[src/axi_mem_pkg.sv]
package axi_mem_pkg;

  // Widths of the AXI4 fields used by the memory.
  typedef logic [31:0] addr_t;
  typedef logic [63:0] data_t;
  typedef logic [7:0]  strb_t;
  typedef logic [7:0]  len_t;
  typedef logic [2:0]  size_t;
  typedef logic [1:0]  burst_t;
  typedef logic [1:0]  resp_t;

  // Burst types as encoded on AxBURST.
  localparam burst_t BURST_FIXED = 2'd0;
  localparam burst_t BURST_INCR  = 2'd1;
  localparam burst_t BURST_WRAP  = 2'd2;

  // Only OKAY is ever returned.
  localparam resp_t RESP_OKAY = 2'd0;

  // Read address channel.
  typedef struct packed {
    addr_t  addr;
    len_t   len;
    size_t  size;
    burst_t burst;
  } ar_chan_t;

  // Write address channel, single beat writes only.
  typedef struct packed {
    addr_t addr;
  } aw_chan_t;

  // Write data channel.
  typedef struct packed {
    data_t data;
    strb_t strb;
  } w_chan_t;

  // Read data channel.
  typedef struct packed {
    data_t data;
    resp_t resp;
    logic  last;
  } r_chan_t;

  // Write response channel.
  typedef struct packed {
    resp_t resp;
  } b_chan_t;

endpackage

[src/axi_burst_addr.sv]
module axi_burst_addr (
  input  axi_mem_pkg::addr_t  addr,
  input  axi_mem_pkg::len_t   len,
  input  axi_mem_pkg::size_t  size,
  input  axi_mem_pkg::burst_t burst,
  output axi_mem_pkg::addr_t  next_addr
);

  import axi_mem_pkg::*;

  logic [2:0] wrap_beats_log2;
  logic [3:0] wrap_log2;
  addr_t      wrap_mask;
  addr_t      incr_addr;

  // Log2 of the beat count; zero marks an illegal wrap length.
  always_comb begin
    case (len)
      8'd1:    wrap_beats_log2 = 3'd1;
      8'd3:    wrap_beats_log2 = 3'd2;
      8'd7:    wrap_beats_log2 = 3'd3;
      8'd15:   wrap_beats_log2 = 3'd4;
      default: wrap_beats_log2 = 3'd0;
    endcase
  end

  assign wrap_log2 = {1'b0, size} + {1'b0, wrap_beats_log2};
  assign wrap_mask = ~(addr_t'('1) << wrap_log2);
  assign incr_addr = addr + (addr_t'(1) << size);

  always_comb begin
    case (burst)
      BURST_INCR: next_addr = incr_addr;
      BURST_WRAP: begin
        if (wrap_beats_log2 == 3'd0) begin
          next_addr = addr;
        end else begin
          next_addr = (addr & ~wrap_mask) | (incr_addr & wrap_mask);
        end
      end
      default:    next_addr = addr;
    endcase
  end

endmodule

[src/axi_read_ctrl.sv]
module axi_read_ctrl (
  input                         clock,
  input                         reset,
  input  axi_mem_pkg::ar_chan_t ar,
  input                         ar_valid,
  output logic                  ar_ready,
  output axi_mem_pkg::r_chan_t  r,
  output logic                  r_valid,
  input                         r_ready,
  output logic                  rd_en,
  output axi_mem_pkg::addr_t    rd_addr,
  input  axi_mem_pkg::data_t    rd_data
);

  import axi_mem_pkg::*;

  typedef enum logic {
    st_idle,
    st_burst
  } state_t;

  state_t state;
  len_t   beats_left;
  addr_t  cur_addr;
  len_t   cur_len;
  size_t  cur_size;
  burst_t cur_burst;
  addr_t  next_addr;
  logic   ar_fire;
  logic   r_fire;
  logic   last_beat;

  assign ar_ready  = (state == st_idle);
  assign r_valid   = (state == st_burst);
  assign ar_fire   = ar_valid && ar_ready;
  assign r_fire    = r_valid && r_ready;
  assign last_beat = (beats_left == '0);

  axi_burst_addr axi_burst_addr_i (
    .addr      (cur_addr),
    .len       (cur_len),
    .size      (cur_size),
    .burst     (cur_burst),
    .next_addr (next_addr)
  );

  // First beat is fetched on the AR transfer, later beats on each R transfer.
  assign rd_en   = ar_fire || (r_fire && !last_beat);
  assign rd_addr = ar_fire ? ar.addr : next_addr;

  // Data comes straight from the array, which holds while r_ready is low.
  assign r.data = rd_data;
  assign r.resp = RESP_OKAY;
  assign r.last = last_beat;

  always_ff @(posedge clock) begin
    if (!reset) begin
      state      <= st_idle;
      beats_left <= '0;
    end else begin
      case (state)
        st_idle: begin
          if (ar_fire) begin
            state      <= st_burst;
            beats_left <= ar.len;
          end
        end
        st_burst: begin
          if (r_fire) begin
            if (last_beat) begin
              state <= st_idle;
            end else begin
              beats_left <= beats_left - 1'b1;
            end
          end
        end
        default: state <= st_idle;
      endcase
    end
  end

  // Burst parameters and the running address.
  always_ff @(posedge clock) begin
    if (ar_fire) begin
      cur_addr  <= ar.addr;
      cur_len   <= ar.len;
      cur_size  <= ar.size;
      cur_burst <= ar.burst;
    end else if (r_fire && !last_beat) begin
      cur_addr <= next_addr;
    end
  end

endmodule

[config.mk]
export PLATFORM = sky130hd
export DESIGN_NAME = axi_read_ctrl
export DESIGN_NICKNAME = d
export VERILOG_FILES = /design/src/axi_mem_pkg.sv /design/src/axi_burst_addr.sv /design/src/axi_read_ctrl.sv
export SDC_FILE = /design/constraint.sdc
export NUM_CORES = 1
export LEC_CHECK = 0
export BUFFER_PORTS_ARGS = -buffer_cell sky130_fd_sc_hd__buf_2
export CAP_MARGIN = 5
export CORE_ASPECT_RATIO = 0.9
export CORE_UTILIZATION = 40
export CTS_CLUSTER_DIAMETER = 80
export CTS_CLUSTER_SIZE = 25
export DETAILED_ROUTE_END_ITERATION = 16
export GPL_TIMING_DRIVEN = 0
export MAX_ROUTING_LAYER = met4
export PLACE_DENSITY = 0.8
export SLEW_MARGIN = 40
export SYNTH_ARGS = -nofsm -noshare
export SYNTH_HDL_FRONTEND = slang
export SYNTH_SLANG_ARGS = --single-unit
[constraint.sdc]
create_clock -name clock -period 4 [get_ports clock]
set_clock_uncertainty 0.05 [all_clocks]
set_input_delay 0.4 -clock clock [delete_from_list [all_inputs] [get_ports clock]]
set_output_delay 0.4 -clock clock [all_outputs]
set_load 0.1 [all_outputs]
==> results.md, run 1 <==
- Outcome: finished with violations
- Failing checks: negative setup slack
- Non-filler instance count after layout: approximately 840
- Pwr Total: between 0.002 and 0.003 W
- DP Worst Slack: -174 ps
- Clock Sinks: between 50 and 60
- Least-Margin Pin Slew: approximately 920 ps
- Max clock buf depth: 2
- Die ar.: 11600 um2
- Layout cell share with drive strength beyond 1: 43.3%
- Ys Warns: 0
- Final Hold Viols: 0
- Flops & latches, synth: 54
- Final Cycle Share: 103%
- Largest net degree at the start of global routing: 34
- H-Tree Level Count: 2
- Port bufs: 148
- Dpl cells: 815
- Routed Antenna Nets: 0
- Commonest non-fill, non-tap cell in the layout: buf_2
- EDFF count, synth: 45
- Primary FF master, synth: edfxtp_1
- Clk Latency, worst-skew pair: 300 ps
- Synth unique cells: 70
- Post-synthesis sequential area ratio: 34.2%
- Routed len/inst: around 16 um
- Hold path endpoint: cur_burst[0]
- WS Path Type: register to primary output
- DRT Pass-1 Iters: 5
- Critical path launch point type: register
- Synth Area per Inst: 8.70 um2
- Synthesized area: 4470 um2
- Hold Path Depth: 1
- CTS clk-pin slew, worst paths: ~70 ps
- Root buffer cell: clkbuf_16
- Post-synth top area cell: edfxtp_1
- Die Y: 102 um
- Min Tclk post-route: just over 4000 ps
- WL final: 13300 um
- Worst r2r src: cur_len[7]
- Max Cap Viol: 0
- # setup viols final: 4
- Post-route design area: 6190 um2
- Final Net Count: 820
- Area growth syn-to-layout: 38.5%
- TritonCTS buffer count: 5
- Routability cong.: just over 0.9
- Initial core utilization: between 40% and 50%
- Placed cell area: 5590 um2
- Vias in the first global route: 4214
- Floorplan row count: 36
- Core footprint: between 10000 and 15000 um2
- Fin util: 57.1%
- RSZ-0062 raised after global routing: yes
- R2R Path End: cur_addr[0]
- Power Density: roughly 430 nW/um2
- Via density per instance: 5.49
- HPWL Detailed: 9770 um
- Via count: around 4600
- CP required: 3550 ps
- Die width: 113 um
- Total GRT Usage: between 20% and 30%
- Worst slew margin: 38.2%
- Hold path start: ar[0]
- Yosys top cell area share: between 30% and 40%
- I/O pin count: 215
- Mapped Cells: 514
- Critical Path End Type: primary output
- Post-route DRC: 0
- HP Class: input pin to register
- TritonCTS clock tree: done
- Async set or reset register ratio after synthesis: 0%
- R2r worst-path depth: 11
- Crit-path max FO: 3
- Max VDD drop: roughly 0.2 mV
- GRT overflow: 0
- Critical Path AT: 3690 ps
- Leak pwr: approximately 2.7 nW
- Flop-to-flop setup slack: between 400 and 500 ps
- Setup WS post-layout: -137 ps
- First-pass GRT wire length: 20200 um
- Max Fclk: 242 MHz
- Most frequent cells in the layout: buf_2 (125), buf_4 (90), edfxtp_1 (45)
- Max Slew Vio Count: 0
- Number of diodes: 0
- First DRT Iteration DRCs: 311
- Synth top area cells: edfxtp_1 (30%), buf_4 (11%), ha_1 (4.2%)
- Antenna violations before repair: 0
==> critical path: stages, from the launching register on <==
cell and delay [ps]:
edfxtp_1 360, or4b_4 580, nor4_4 160, ha_2 240, inv_2 40, fa_2 400, xor2_4 170, and3_4 190
a21oi_4 150, mux2_4 310, a222oi_1 480, o21ai_4 100, buf_12 190
==> routing by layer <==
metal  vias up  wire [um]  global-route usage (%)
li1       2187          -                       -
met1      2170       5630                    27.8
met2       245       6500                    37.9
met4         0        218                    6.88
met3        24        938                    4.03
met5         -          0                       -
==> worst max-delay path by stage <==
stage,start,to,slack [ps]
after CTS,cur_len[7],rd_addr[0],-140
final,cur_len[7],rd_addr[0],-140
after global routing,cur_len[7],rd_addr[0],-280
after floorplan,cur_len[6],cur_addr[10],-620
after detailed placement,cur_len[6],rd_addr[0],-170
after global placement,cur_len[6],rd_addr[0],-130
==> per-stage QoR <==
stage / setup TNS (ps) / hold WS [ps]
4_1_cts: -139 / 210
6_report: -163 / 219
3_3_place_gp: -221 / 468
2_1_floorplan: -1150 / 446
5_1_grt: -1630 / 203
3_5_place_dp: -401 / 474
==> report_power, final <==
group          switching, W  leakage (nW)  internal [W]
Sequential        0.0000664         0.513      0.000700
Combinational       0.00105          2.06      0.000366
Clock              0.000218        0.0826      0.000274
==> sequential cells by signal, indices dropped and copies added (netlist names) <==
| name | flops |
|---|---|
| cur_size | 3 |
| cur_burst | 2 |
| cur_addr | 32 |
| cur_len | 8 |
| r_valid | 1 |
| beats_left | 8 |
==> synth_stat cells (all sizes together), types with 2 or more instances <==
| cell type | n |
|---|---|
| a221o | 3 |
| a211o | 2 |
| o211ai | 9 |
| nor3 | 21 |
| or3 | 2 |
| edfxtp | 45 |
| a21oi | 29 |
| a221oi | 5 |
| mux2i | 6 |
| ha | 15 |
| o2111ai | 2 |
| nand4 | 4 |
| mux2 | 2 |
| nor2 | 34 |
| fa | 2 |
| or4 | 4 |
| xor2 | 7 |
| buf | 68 |
| inv | 27 |
| dfxtp | 9 |
| nor4 | 2 |
| nor2b | 7 |
| o22ai | 2 |
| or2 | 6 |
| a22oi | 11 |
| o21a | 6 |
| o21bai | 4 |
| nand2b | 2 |
| o21ai | 36 |
| a31oi | 14 |
| xnor2 | 11 |
| nand3 | 12 |
| clkbuf | 17 |
| and3 | 6 |
| o41ai | 3 |
| o311ai | 3 |
| a211oi | 7 |
| nand2 | 37 |
| and2 | 8 |
| a21o | 2 |
==> cell families (layout without fill, tap and decap cells) <==
| group | Yosys count | in the layout | synth area share [%] |
|---|---|---|---|
| AOI/OAI and AO/OA | 154 | 154 | 23.3 |
| and+or+nand+nor | 150 | 150 | 16.6 |
| buffers and inverters | 112 | 288 | 15.2 |
| DFF | 54 | 54 | 34.2 |
| xor gates and xnor gates | 18 | 18 | 3.52 |
| adders and majority gates | 17 | 17 | 5.09 |
| muxes | 8 | 8 | 1.93 |
| other | 1 | 2 | 0.0838 |
==> cell type report <==
| cell class | count | area, um2 |
|---|---|---|
| clock buffer | 6 | 150 |
| buffer | 85 | 579 |
| clock inverter | 2 | 17.5 |
| multi-input combinational | 349 | 2560 |
| tap | 152 | 190 |
| timing repair buffer | 168 | 1070 |
| inverter | 27 | 101 |
| fill | 978 | 4660 |
| sequential | 54 | 1530 |
==> timing repair <==
item / 4_1_cts / 5_1_grt
setup buffers: 13 / 7
gates resized for setup: 39 / 44
setup endpoints to repair: 20 / 26
pin swaps: 10 / 7
hold buffers: 0 / 0
Note: power is estimated with default switching activity, not from simulation.
==> run 2: changes to the inputs <==
- clock period: 4 -> 5.1 ns (I/O delays scaled with it)
==> run 2 against run 1 <==
Against the previous run: the flow now finishes without violations; clock-buffer cell count shrank 1; combinational power fell by 30%; power down 26%; utilization decreased by 5.6 points; first-iteration DRC count fell by 0.32%; die area unchanged; sequential share of layout area grew 2.7 points; non-clock buffer count fell by 20; register-to-register slack better by 670 ps; via count is 2.8% lower; sequential power down 22%.
==> results.md, run 2 (synthesis gave the netlist of run 1 again) <==
- Outcome: completed
- Biggest register: cur_addr
- Largest net degree at the start of global routing: 34 (unchanged)
- HPWL Detailed: 9820 um (+0.60%)
- Final Hold Viols: 0 (unchanged)
- Least-Margin Pin Slew: 777 ps (-143 ps)
- Port bufs: 148 (unchanged)
- CTS resizes: 0 (-100%)
- Dpl cells: 815 (unchanged)
- WS Path Type: register to primary output
- Die width: 113 um (unchanged)
- Post-route design area: 5590 um2 (-9.8%)
- Critical Path AT: 4230 ps (+540 ps)
- Largest regs: cur_addr: 32 flops, beats_left: 8 flops, cur_len: 8 flops
- Post-route DRC: 0 (unchanged)
- Max Slew Vio Count: 0 (unchanged)
- Critical path launch point type: register
- Commonest non-fill, non-tap cell in the layout: buf_2
- Core footprint: 10900 um2 (unchanged)
- Routability cong.: 0.940 (+3.0%)
- CTS clk-pin slew, worst paths: 70 ps (about the same)
- Worst slew margin: 48.1% (+9.9 points)
- # setup viols final: 0 (-4)
- HP Class: input pin to register
- RSZ-0062 raised after global routing: no
- Via count: 4495 (-2.8%)
- GRT overflow: 0 (unchanged)
- Post-CTS Setup Inserts: 0 (-13)
- Number of diodes: 0 (unchanged)
- Final Net Count: 800 (-2.4%)
- Die ar.: 11600 um2 (unchanged)
- Total GRT Usage: 21.2% (-1.4 points)
- Clk Latency, worst-skew pair: 300 ps (about the same)
- Min Tclk post-route: approximately 4800 ps
- TritonCTS buffer count: 5 (unchanged)
- Most frequent cells in the layout: buf_2 (148), buf_4 (67), edfxtp_1 (45)
- Root buffer cell: clkbuf_16
- Max Fclk: 209 MHz
- Via density per instance: 5.46 (-0.47%)
- Max clock buf depth: 2 (unchanged)
- Routed len/inst: 15.2 um (-3.3%)
- Initial core utilization: 41.2% (unchanged)
- Max Cap Viol: 0 (unchanged)
- WL final: 12500 um (-5.6%)
- First-pass GRT wire length: 19000 um (-5.7%)
- I/O pin count: 215 (unchanged)
- # fillers: 1027 (+5.0%)
- Clock Sinks: 54 (unchanged)
- Layout cell share with drive strength beyond 1: 36.2% (-7.1 points)
- First DRT Iteration DRCs: 310 (-0.32%)
- Max reg flops: 32 (unchanged)
- TritonCTS clock tree: done
- Crit-path max FO: 8 (+5)
- Routed Antenna Nets: 0 (unchanged)
- Max VDD drop: 0.184 mV (-6.7%)
- Critical Path End Type: primary output
- CP required: 4540 ps (+990 ps)
- Die Y: 102 um (unchanged)
- Power Density: 356 nW/um2 (-18%)
- Area growth syn-to-layout: 24.9%
- Leak pwr: 2.46 nW (-7.5%)
- CTS Hold Bufs: 0 (unchanged)
- Antenna violations before repair: 0 (unchanged)
- Vias in the first global route: 3938 (-6.5%)
- Non-filler instance count after layout: 823 (-2.4%)
- Final Cycle Share: 93.9%
- DRT Pass-1 Iters: 7 (+2)
- Floorplan row count: 36 (unchanged)
- H-Tree Level Count: 2 (unchanged)
- Placed cell area: 5420 um2 (-3.0%)
## run 2: cell count changes in the layout (fill, tap and decap cells not counted), moves of 4 or more
cell | before | now
a21oi_1 | 21 | 27
buf_2 | 125 | 148
a31oi_1 | 8 | 14
buf_4 | 90 | 67
o21ai_0 | 20 | 31
o21ai_2 | 4 | 0
clkbuf_4 | 6 | 0
buf_12 | 6 | 0
o21ai_1 | 10 | 5
buf_6 | 5 | 1
a31oi_4 | 4 | 0
buf_8 | 4 | 0
## run 2: metrics by stage
stage | worst slack (ps) | setup TNS [ps] | power [W] | utilization [%] | hold WS (ps)
after floorplan | -29.4 | -29.4 | 0.00143 | - | 446
after global placement | 695 | 0 | 0.00158 | 49.9 | 476
after detailed placement | 659 | 0 | 0.00160 | 49.9 | 501
after CTS | 336 | 0 | 0.00199 | 51.5 | 336
after global routing | 108 | 0 | 0.00207 | 51.5 | 336
final | 309 | 0 | 0.00199 | 51.5 | 340
## run 2: report_power, final
group	switching (W)	internal [W]
clock network	0.000161	0.000233
registers	0.0000516	0.000549
logic	0.000786	0.000210
total	0.000999	0.000992
## run 2: layer usage
metal	vias up	share of wire, %	GRT usage, %
met5	-	0	-
met4	0	0.71	4.25
met3	9	9.4	3.62
met2	265	49	37.3
met1	2078	41	25.7
li1	2143	-	-
## run 2: final timing paths
path                         to           from  cells past startpoint  slack, ps
setup / recovery     rd_addr[0]     cur_len[4]                     12        310
hold / removal      cur_size[0]          ar[2]                      1        340
setup reg to reg    cur_addr[0]     cur_len[4]                     11       1160
hold reg to reg   beats_left[1]  beats_left[1]                      2        510
## run 2: final cells by class
type	instances	area, um2	share of cell area [%]
clock buffer	5	125	2.24
multi-input combinational	349	2280	40.7
timing repair buffer	148	741	13.3
sequential	54	1530	27.4
inverter	27	101	1.81
buffer	85	579	10.4
tap	152	190	3.40
clock inverter	3	43.8	0.784
## run 2: critical path, cell delays in order, from the launching register on
cell and delay, ps:
edfxtp_1 380, or4b_4 580, nor4_1 270, ha_1 220, inv_1 50, fa_1 410
xor2_1 490, and3_1 370, a21oi_1 130, mux2_2 300, a222oi_1 320, o21ai_1 110
buf_2 320
