**config.mk**
```make
export PLATFORM = sky130hd
export DESIGN_NAME = axi_write_ctrl
export DESIGN_NICKNAME = d
export VERILOG_FILES = /design/src/axi_mem_pkg.sv /design/src/axi_write_ctrl.sv
export SDC_FILE = /design/constraint.sdc
export NUM_CORES = 1
export LEC_CHECK = 0
export BUFFER_PORTS_ARGS = -buffer_cell sky130_fd_sc_hd__buf_2
export CAP_MARGIN = 20
export CORE_ASPECT_RATIO = 2
export CORE_MARGIN = 2
export CORE_UTILIZATION = 31
export CTS_CLUSTER_DIAMETER = 30
export DETAILED_ROUTE_END_ITERATION = 8
export GPL_TIMING_DRIVEN = 1
export PLACE_DENSITY = 0.56
export SYNTH_ARGS = -nofsm -noshare
export SYNTH_HDL_FRONTEND = slang
export SYNTH_SLANG_ARGS = --single-unit
```
**constraint.sdc**
```tcl
create_clock -name clock -period 7 [get_ports clock]
set_clock_uncertainty 0.05 [all_clocks]
set_input_delay 0.35 -clock clock [delete_from_list [all_inputs] [get_ports clock]]
set_output_delay 0.35 -clock clock [all_outputs]
set_load 0.02 [all_outputs]
```
**src/axi_mem_pkg.sv**
```systemverilog
package axi_mem_pkg;

  // Widths of the AXI4 fields used by the memory.
  typedef logic [31:0] addr_t;
  typedef logic [63:0] data_t;
  typedef logic [7:0]  strb_t;
  typedef logic [7:0]  len_t;
  typedef logic [2:0]  size_t;
  typedef logic [1:0]  burst_t;
  typedef logic [1:0]  resp_t;

  // Burst types as encoded on AxBURST.
  localparam burst_t BURST_FIXED = 2'd0;
  localparam burst_t BURST_INCR  = 2'd1;
  localparam burst_t BURST_WRAP  = 2'd2;

  // Only OKAY is ever returned.
  localparam resp_t RESP_OKAY = 2'd0;

  // Read address channel.
  typedef struct packed {
    addr_t  addr;
    len_t   len;
    size_t  size;
    burst_t burst;
  } ar_chan_t;

  // Write address channel, single beat writes only.
  typedef struct packed {
    addr_t addr;
  } aw_chan_t;

  // Write data channel.
  typedef struct packed {
    data_t data;
    strb_t strb;
  } w_chan_t;

  // Read data channel.
  typedef struct packed {
    data_t data;
    resp_t resp;
    logic  last;
  } r_chan_t;

  // Write response channel.
  typedef struct packed {
    resp_t resp;
  } b_chan_t;

endpackage

```
**src/axi_write_ctrl.sv**
```systemverilog
module axi_write_ctrl (
  input                         clock,
  input                         reset,
  input  axi_mem_pkg::aw_chan_t aw,
  input                         aw_valid,
  output logic                  aw_ready,
  input  axi_mem_pkg::w_chan_t  w,
  input                         w_valid,
  output logic                  w_ready,
  output axi_mem_pkg::b_chan_t  b,
  output logic                  b_valid,
  input                         b_ready,
  output logic                  wr_en,
  output axi_mem_pkg::addr_t    wr_addr,
  output axi_mem_pkg::data_t    wr_data,
  output axi_mem_pkg::strb_t    wr_strb
);

  import axi_mem_pkg::*;

  aw_chan_t aw_held;
  w_chan_t  w_held;
  logic     aw_stored;
  logic     w_stored;
  logic     b_stall;
  logic     aw_fire;
  logic     w_fire;
  logic     have_addr;
  logic     have_data;
  logic     write_en;

  // A pending response that is not taken blocks new writes.
  assign b_stall  = b_valid && !b_ready;
  assign aw_ready = !aw_stored && !b_stall;
  assign w_ready  = !w_stored && !b_stall;

  assign aw_fire   = aw_valid && aw_ready;
  assign w_fire    = w_valid && w_ready;
  assign have_addr = aw_fire || aw_stored;
  assign have_data = w_fire || w_stored;
  assign write_en  = have_addr && have_data;

  // Take each half from the live transfer if present, else from the stored copy.
  assign wr_en   = write_en;
  assign wr_addr = aw_fire ? aw.addr : aw_held.addr;
  assign wr_data = w_fire ? w.data : w_held.data;
  assign wr_strb = w_fire ? w.strb : w_held.strb;

  assign b.resp = RESP_OKAY;

  always_ff @(posedge clock) begin
    if (!reset) begin
      aw_stored <= 1'b0;
      w_stored  <= 1'b0;
      b_valid   <= 1'b0;
    end else begin
      if (write_en) begin
        aw_stored <= 1'b0;
        w_stored  <= 1'b0;
      end else begin
        if (aw_fire) begin
          aw_stored <= 1'b1;
        end
        if (w_fire) begin
          w_stored <= 1'b1;
        end
      end

      // A new write may complete on the same edge the old response leaves.
      if (write_en) begin
        b_valid <= 1'b1;
      end else if (b_ready) begin
        b_valid <= 1'b0;
      end
    end
  end

  // Copies of a half that arrived before its partner.
  always_ff @(posedge clock) begin
    if (aw_fire) begin
      aw_held <= aw;
    end
    if (w_fire) begin
      w_held <= w;
    end
  end

endmodule

```
==> flow_metrics.env, run 1 <==
export IMPL_critPathMaxFanout=42
export IMPL_cts_hold_buf=0
export IMPL_die_w_um=90.3
export IMPL_grt_setup_unrepaired="no"
export IMPL_cts_root_buf="clkbuf_16"
export IMPL_rr_startpoint="b_valid"
export IMPL_start_util_pct=31.5
export IMPL_cts_reportedPaths_clkPinSlew_ns=0.07
export IMPL_synth_warnings=0
export IMPL_core_um2=14700
export IMPL_io_buffers=216
export IMPL_ant_nets=0
export IMPL_final_min_clock_period_ns=3.00
export IMPL_gr_usage_all_layers_pct=11.1
export IMPL_drv_slew=0
export IMPL_vias=2742
export IMPL_p_clk_share_pct=29.6
export IMPL_worst_pin_slew_ns=0.911
export IMPL_final_cells=656
export IMPL_wl_um=9030
export IMPL_grt_pass1_wl_um=14200
export IMPL_p_int_mw=1.15
export IMPL_min_to="w_held[56]"
export IMPL_cts_buffers=9
export IMPL_drt_iter0_markers=87
export IMPL_max_cap_viol_count=0
export IMPL_avgSynthCellArea_um2=19.3
export IMPL_synthDistinctLibCells=18
export IMPL_hold_path_class="in2reg"
export IMPL_timing_reg2reg_setup_slack_ns=4.70
export IMPL_p_sw_mw=0.446
export IMPL_cp_arrival_ns=2.60
export IMPL_placed_area_um2=5750
export IMPL_grt_overflow_total=0
export IMPL_hp_start="w[56]"
export IMPL_required_ns=6.60
export IMPL_grt_pass1_vias=2801
export IMPL_cts_tree="done"
export IMPL_ys_ff_latch=107
export IMPL_startpoint_type="flip-flop"
export IMPL_fmax_mhz=333
export IMPL_dp_final_hpwl_um=6630
export IMPL_dp_cells=640
export IMPL_maxSlewHeadroom_pct=39.3
export IMPL_power_density_nw_per_um2=266
export IMPL_die_h_um=177
export IMPL_num_antenna_cells=0
export IMPL_hold_violations=0
export IMPL_clockBufferDepth=2
export IMPL_sequentialPowerShare_pct=47.2
export IMPL_mostFrequentLayoutCells="buf_2 (216), edfxtp_1 (72), mux2_4 (69), mux2_2 (35), dfxtp_1 (35)"
export IMPL_cts_setup_buffers=0
export IMPL_via_per_inst=4.18
export IMPL_cts_resized_gates=0
export IMPL_io_pins=219
export IMPL_antenna_found_initial=0
export IMPL_leakagePower_nw=2.78
export IMPL_cts_max_level=3
export IMPL_final_common_cell="buf_2"
export IMPL_r2r_worst_path_cells=4
export IMPL_drive_gt1_share_pct=74.4
export IMPL_vdd_drop_max_uv=132
export IMPL_status="finished, final reports clean"
export IMPL_swShare_pct=27.9
export IMPL_avgRoutedWirePerCell_um=13.8
export IMPL_setup_tns_ns=0
export IMPL_area_delta_synth_final_pct=30.5
export IMPL_grt_max_degree=73
export IMPL_holdPathStages=1
export IMPL_num_rows=63
export IMPL_final_area_um2=6020
export IMPL_netlist_area_um2=4620
export IMPL_crit_start="b_valid"
export IMPL_netlist_instances=239
export IMPL_dieArea_um2=15900
export IMPL_period_share_pct=42.9
export IMPL_crit_path_end_kind="output pin"
export IMPL_firstDrtPassIters=3
export IMPL_yosysSeqAreaShare_pct=62.0
export IMPL_gp_congestion=0.693
export IMPL_clock_sinks=107
export IMPL_drc_errors=0
export IMPL_reg2reg_to="w_held[31]"
export IMPL_combPwrFrac_pct=23.2
export IMPL_clk_latency_ns=0.33
export IMPL_crit_type="reg2out"
export IMPL_nNetsFinal=565
export IMPL_setup_violations=0
[critical path, stage by stage (launching register included)]
cell      delay (ns)
dfxtp_1         0.40
nand2b_4        0.10
nand3b_4        0.47
buf_4           0.70
mux2_2          0.41
buf_2           0.16
[worst max-delay path by stage]
stage / end / slack (ns) / depth (start not counted)
floorplan: w_held[0] / 4.21 / 5
global placement: wr_strb[7] / 4.18 / 6
detailed placement: wr_data[0] / 4.18 / 6
CTS: wr_data[0] / 3.94 / 5
global route: wr_strb[7] / 3.84 / 5
finish: wr_data[0] / 4.00 / 5
[per-layer routing]
metal,wire [um],GRT usage [%]
met5,0,0
met4,149,4.81
met3,1010,4.57
met2,3560,15.2
met1,4310,15.3
[stage by stage]
| stage | power [mW] | setup WS [ns] | util, % | hold WS (ns) |
|---|---|---|---|---|
| 3_5_place_dp | 1.15 | 4.18 | 39.2 | 0.406 |
| 3_3_place_gp | 1.14 | 4.18 | 39.2 | 0.402 |
| 4_1_cts | 1.63 | 3.94 | 41.1 | 0.128 |
| 6_report | 1.60 | 4.00 | 41.1 | 0.147 |
| 5_1_grt | 1.67 | 3.84 | 41.1 | 0.134 |
| 2_1_floorplan | 1.04 | 4.21 | - | 0.399 |
[power by group through the flow]
stage	clock (mW)	sequential [mW]	combinational, mW
finish	0.473	0.755	0.371
floorplan	0	0.767	0.273
CTS	0.498	0.756	0.377
global route	0.514	0.762	0.397
detailed placement	0	0.770	0.376
global placement	0	0.767	0.376
[cells by family after synthesis]
| kind of cell | Yosys count | synth area share (%) |
|---|---|---|
| other | 1 | 0.0812 |
| buffers and inverters | 14 | 4.61 |
| multiplexers | 104 | 31.0 |
| AO/OA/AOI/OAI | 4 | 0.515 |
| AND/OR/NAND/NOR | 9 | 1.79 |
| flip-flops | 107 | 62.0 |
[synth_stat cells]
library cell   n  area share (%)
a21oi_1        2            0.22
buf_12         8             3.5
edfxtp_1      72              47
buf_4          2            0.33
mux2_2        35             8.5
nand2b_4       1            0.30
o22ai_1        1            0.14
nand3b_2       1            0.24
inv_1          1           0.081
nor2_1         3            0.24
and3b_1        2            0.38
mux2_4        69              22
buf_6          3            0.73
and2b_2        1            0.19
dfxtp_1       35              15
a21boi_0       1            0.16
conb_1         1           0.081
nand3b_4       1            0.43
[cell type report]
class	count	area [um^2]
clock buffer	9	225
tap	195	244
sequential	107	2860
inverter	1	3.75
multi-input combinational	119	1540
fill	1423	8640
clock inverter	7	47.5
timing repair buffer	218	1100
[state kept, by name (all words and copies together) (netlist names)]
register	count
w_stored	1
b_valid	1
w_held	72
aw_stored	1
aw_held	32
Power figures use the tool's default switching activity.
==> run 2, diff against run 1 <==
Settings changed: ABC_AREA set to 1.
Clock period 7 ns to 2.8 ns, I/O delays scaled along.
==> flow_metrics.env, run 2 <==
export IMPL_status="finished, final reports clean"
export IMPL_ant_nets=0
export IMPL_maxSlewHeadroom_pct=52.8
export IMPL_final_min_clock_period_ns=2.46
export IMPL_cts_tree="done"
export IMPL_wl_um=12000
export IMPL_core_um2=14400
export IMPL_setup_violations=0
export IMPL_nNetsFinal=883
export IMPL_gp_congestion=0.796
export IMPL_yosysMostFrequentCell="nand2_1"
export IMPL_placed_area_um2=5670
export IMPL_cts_setup_buffers=0
export IMPL_clk_latency_ns=0.33
export IMPL_grt_setup_unrepaired="no"
export IMPL_regMostFlops="w_held"
export IMPL_crit_path_end_kind="output pin"
export IMPL_yosysSeqAreaShare_pct=63.0
export IMPL_ys_ff_latch=107
export IMPL_multi_input_area_um2=1420
export IMPL_synth_compound_area_share_pct=0.275
export IMPL_drive_gt1_share_pct=35.9
export IMPL_synthDistinctLibCells=19
export IMPL_drc_errors=0
export IMPL_power_density_nw_per_um2=623
export IMPL_cts_reportedPaths_clkPinSlew_ns=0.07
export IMPL_max_cap_viol_count=0
export IMPL_mostFrequentLayoutCells="nand2_1 (242), buf_2 (216), dlygate4sd3_1 (102), edfxtp_1 (72), nand2_2 (41)"
export IMPL_grt_pass1_vias=4058
export IMPL_cp_arrival_ns=2.27
export IMPL_via_per_inst=4.27
export IMPL_gr_usage_all_layers_pct=14.7
export IMPL_num_rows=62
export IMPL_top_regs="w_held: 72 flops, aw_held: 32 flops"
export IMPL_final_area_um2=6970
export IMPL_seq_area_um2=2860
export IMPL_hold_violations=0
export IMPL_clockBufferDepth=2
export IMPL_start_util_pct=31.7
export IMPL_fillers=1324
export IMPL_die_h_um=175
export IMPL_startpoint_type="flip-flop"
export IMPL_area_delta_synth_final_pct=53.3
export IMPL_worst_pin_slew_ns=0.708
export IMPL_synthTopCellsByArea="edfxtp_1 (48%), nand2_1 (20%), dfxtp_1 (15%)"
export IMPL_avgRoutedWirePerCell_um=12.3
export IMPL_vias=4155
export IMPL_grt_max_degree=145
export IMPL_synth_top_family_by_area="simple AND/OR/NAND/NOR gates"
export IMPL_antenna_found_initial=1
export IMPL_synthFlopType="edfxtp_1"
export IMPL_leakagePower_nw=3.45
export IMPL_final_common_cell="nand2_1"
export IMPL_synth_edf_count=72
export IMPL_synth_top_area_cell="edfxtp_1"
export IMPL_synthXorXnorAreaFrac_pct=0
export IMPL_grt_pass1_wl_um=18200
export IMPL_grt_overflow_total=0
export IMPL_period_share_pct=88.0
export IMPL_final_util_pct=48.5
export IMPL_io_pins=219
export IMPL_fmax_mhz=406
export IMPL_drv_slew=0
export IMPL_die_w_um=89.6
export IMPL_synth_commonest_cells="nand2_1 (242), edfxtp_1 (72), nand2_2 (41)"
export IMPL_firstDrtPassIters=4
export IMPL_setup_tns_ns=0
export IMPL_required_ns=2.61
export IMPL_netlist_area_um2=4550
export IMPL_netlist_instances=467
export IMPL_yosysTopAreaCellShare_pct=47.6
export IMPL_clock_sinks=107
export IMPL_crit_type="reg2out"
export IMPL_postSynth_asyncResetShare_pct=0
export IMPL_cts_hold_buf=102
export IMPL_synth_warnings=0
export IMPL_cts_resized_gates=0
export IMPL_dp_final_hpwl_um=7930
export IMPL_avgSynthCellArea_um2=9.73
export IMPL_dieArea_um2=15700
export IMPL_synth_adder_area_share_pct=0
export IMPL_synthMuxAreaShare_pct=0
export IMPL_cts_max_level=3
export IMPL_largest_reg_flops=72
export IMPL_vdd_drop_max_uv=378
export IMPL_critPathMaxFanout=144
export IMPL_synthSimpleGateAreaFrac_pct=30.7
export IMPL_io_buffers=216
export IMPL_cts_root_buf="clkbuf_16"
export IMPL_hold_path_class="in2reg"
export IMPL_drt_iter0_markers=170
export IMPL_cts_buffers=9
==> run 2: cell type report <==
class / instances / share of cell area, %
inverter: 9 / 0.665
antenna: 1 / 0.0359
tap: 192 / 3.45
multi-input combinational: 326 / 20.3
timing repair buffer: 321 / 30.5
sequential: 107 / 41.1
clock buffer: 11 / 3.36
clock inverter: 5 / 0.557
==> run 2: critical path, stage by stage, from the launching register on <==
cell and delay (ns):
dfxtp_1 0.32, inv_1 0.09, nor2_4 0.06, nor2_8 0.11, nand2_8 0.29, inv_12 0.60, nand2_1 0.10, nand2_1 0.10
buf_2 0.16
==> run 2: power breakdown <==
part | total, mW | internal [mW] | switching [mW]
clock network | 1.16 | 0.614 | 0.547
logic | 1.24 | 0.443 | 0.799
registers | 1.94 | 1.89 | 0.0477
==> run 2: layer usage <==
layer	vias to the layer above	wire length (um)	track usage, %
met5	-	0	0
met4	0	291	6.09
met3	18	732	3.20
met2	170	6410	27.5
met1	1862	4570	15.0
li1	2105	-	-
==> run 2: path summary, 6_finish.rpt <==
check	startpoint	cells past startpoint	slack (ns)	endpoint
worst max-delay path	b_valid	8	0.34	wr_strb[6]
worst min-delay path	aw[18]	3	0.02	aw_held[18]
worst max register to register	b_valid	5	0.80	w_held[16]
worst min register to register	aw_held[21]	2	0.40	aw_held[21]
==> run 2: per-stage QoR <==
step / setup WS, ns / hold slack (ns) / instances / power (mW)
after global routing: 0.0829 / 0.0166 / 972 / 4.59
after detailed placement: 0.663 / 0.284 / 853 / 3.11
after CTS: 0.286 / 0.000626 / 971 / 4.41
after floorplan: 1.08 / 0.189 / 468 / 2.73
after global placement: 0.736 / 0.283 / 853 / 3.09
final: 0.335 / 0.0156 / 972 / 4.34
==> run 2: cells by family (layout without fill, tap and decap cells) <==
logic type	count (synthesis)	after routing
AO/OA/AOI/OAI	2	2
buffers and inverters	35	346
flip-flops	107	107
other	1	3
AND/OR/NAND/NOR	322	322
==> run 3, diff against run 2 <==
Settings changed: GPL_TIMING_DRIVEN 1 to 0.
==> flow_metrics.env, run 3 (same netlist as run 2, synthesis figures left out) <==
export IMPL_status="finished, final reports clean"
export IMPL_max_cap_viol_count=0
export IMPL_fin_hold_ws_ns=0.00540
export IMPL_drc_errors=0
export IMPL_gr_usage_all_layers_pct=16.6
export IMPL_vdd_drop_max_uv=395
export IMPL_mostFrequentLayoutCells="nand2_1 (242), buf_2 (227), dlygate4sd3_1 (104), edfxtp_1 (72), nand2_2 (41)"
export IMPL_num_antenna_cells=0
export IMPL_final_util_pct=50.1
export IMPL_cts_setup_buffers=0
export IMPL_leakagePower_nw=3.57
export IMPL_largest_reg_flops=72
export IMPL_critPathMaxFanout=81
export IMPL_clock_sinks=107
export IMPL_period_share_pct=80.3
export IMPL_dieArea_um2=15700
export IMPL_vias=4259
export IMPL_io_buffers=215
export IMPL_nNetsFinal=907
export IMPL_cts_root_buf="clkbuf_16"
export IMPL_avgRoutedWirePerCell_um=13.2
export IMPL_clk_latency_ns=0.34
export IMPL_drv_slew=0
export IMPL_setup_violations=0
export IMPL_antenna_found_initial=0
export IMPL_grt_pass1_vias=4382
export IMPL_top_regs="w_held: 72 flops, aw_held: 32 flops"
export IMPL_num_rows=62
export IMPL_clockBufferDepth=2
export IMPL_power_density_nw_per_um2=622
export IMPL_grt_max_degree=82
export IMPL_regMostFlops="w_held"
export IMPL_fmax_mhz=445
export IMPL_cts_tree="done"
export IMPL_setup_tns_ns=0
export IMPL_via_per_inst=4.28
export IMPL_firstDrtPassIters=4
export IMPL_cp_arrival_ns=2.06
export IMPL_cts_resized_gates=0
export IMPL_grt_pass1_wl_um=20300
export IMPL_final_min_clock_period_ns=2.25
export IMPL_placed_area_um2=5870
export IMPL_worst_pin_slew_ns=0.582
export IMPL_grt_setup_unrepaired="no"
export IMPL_die_w_um=89.6
export IMPL_area_delta_synth_final_pct=58.1
export IMPL_drt_iter0_markers=125
export IMPL_final_common_cell="nand2_1"
export IMPL_io_pins=219
export IMPL_gp_congestion=0.782
export IMPL_crit_type="reg2out"
export IMPL_grt_overflow_total=0
export IMPL_cts_max_level=3
export IMPL_start_util_pct=31.7
export IMPL_cts_buffers=9
export IMPL_dp_final_hpwl_um=9250
export IMPL_die_h_um=175
export IMPL_wl_um=13200
export IMPL_hold_violations=0
export IMPL_ant_nets=0
export IMPL_drive_gt1_share_pct=37.2
export IMPL_maxSlewHeadroom_pct=61.2
export IMPL_hold_path_class="in2reg"
export IMPL_crit_path_end_kind="output pin"
export IMPL_final_area_um2=7190
export IMPL_cts_reportedPaths_clkPinSlew_ns=0.07
export IMPL_core_um2=14400
export IMPL_required_ns=2.61
export IMPL_startpoint_type="flip-flop"
[run 3: stage by stage]
stage	setup WS [ns]	instances	power [mW]
final	0.553	995	4.47
after global routing	0.346	995	4.72
after CTS	0.500	995	4.53
after detailed placement	0.888	875	3.19
after global placement	0.921	875	3.18
after floorplan	1.08	468	2.73
[run 3: final timing paths]
path / to / cells after the start / startpoint / slack [ns]
hold reg to reg: aw_held[23] / 2 / aw_held[23] / 0.40
hold / removal: aw_held[17] / 3 / aw[17] / 0.005
setup reg to reg: w_held[6] / 6 / b_valid / 1.05
setup / recovery: wr_data[62] / 9 / b_valid / 0.55
[run 3: what timing repair did]
item,in CTS,in global routing
hold buffers,104,0
endpoints found under the setup margin,0,0
hold endpoints to repair,106,0
[run 3: critical path, cell delays in order, from the launching register on]
cell     delay (ns)
dfxtp_1        0.33
inv_1          0.09
nor2_4         0.06
nor2_8         0.11
nand2_8        0.11
inv_12         0.13
buf_8          0.47
nand2_1        0.11
nand2_1        0.09
buf_2          0.17
[run 3: layer usage]
metal	vias up	wire length, um	GRT usage (%)
met2	167	7340	32.2
met1	1926	4680	15.9
met5	-	0	0
met4	0	235	5.53
li1	2149	-	-
met3	17	916	4.61
[run 3: power by group]
group / switching [mW] / total, mW / internal [mW]
clock: 0.563 / 1.21 / 0.643
sequential: 0.0482 / 1.94 / 1.89
combinational: 0.832 / 1.33 / 0.494
[run 3: final cells by class]
| cell class | instances | area, um^2 |
|---|---|---|
| flip-flops and latches | 107 | 2860 |
| clock inverters | 4 | 32.5 |
| repair buffers | 319 | 2120 |
| fillers | 1306 | 7160 |
| well taps | 192 | 240 |
| plain buffers | 26 | 223 |
| clock buffers | 12 | 249 |
| inverters | 9 | 46.3 |
| multi-input cells | 326 | 1420 |
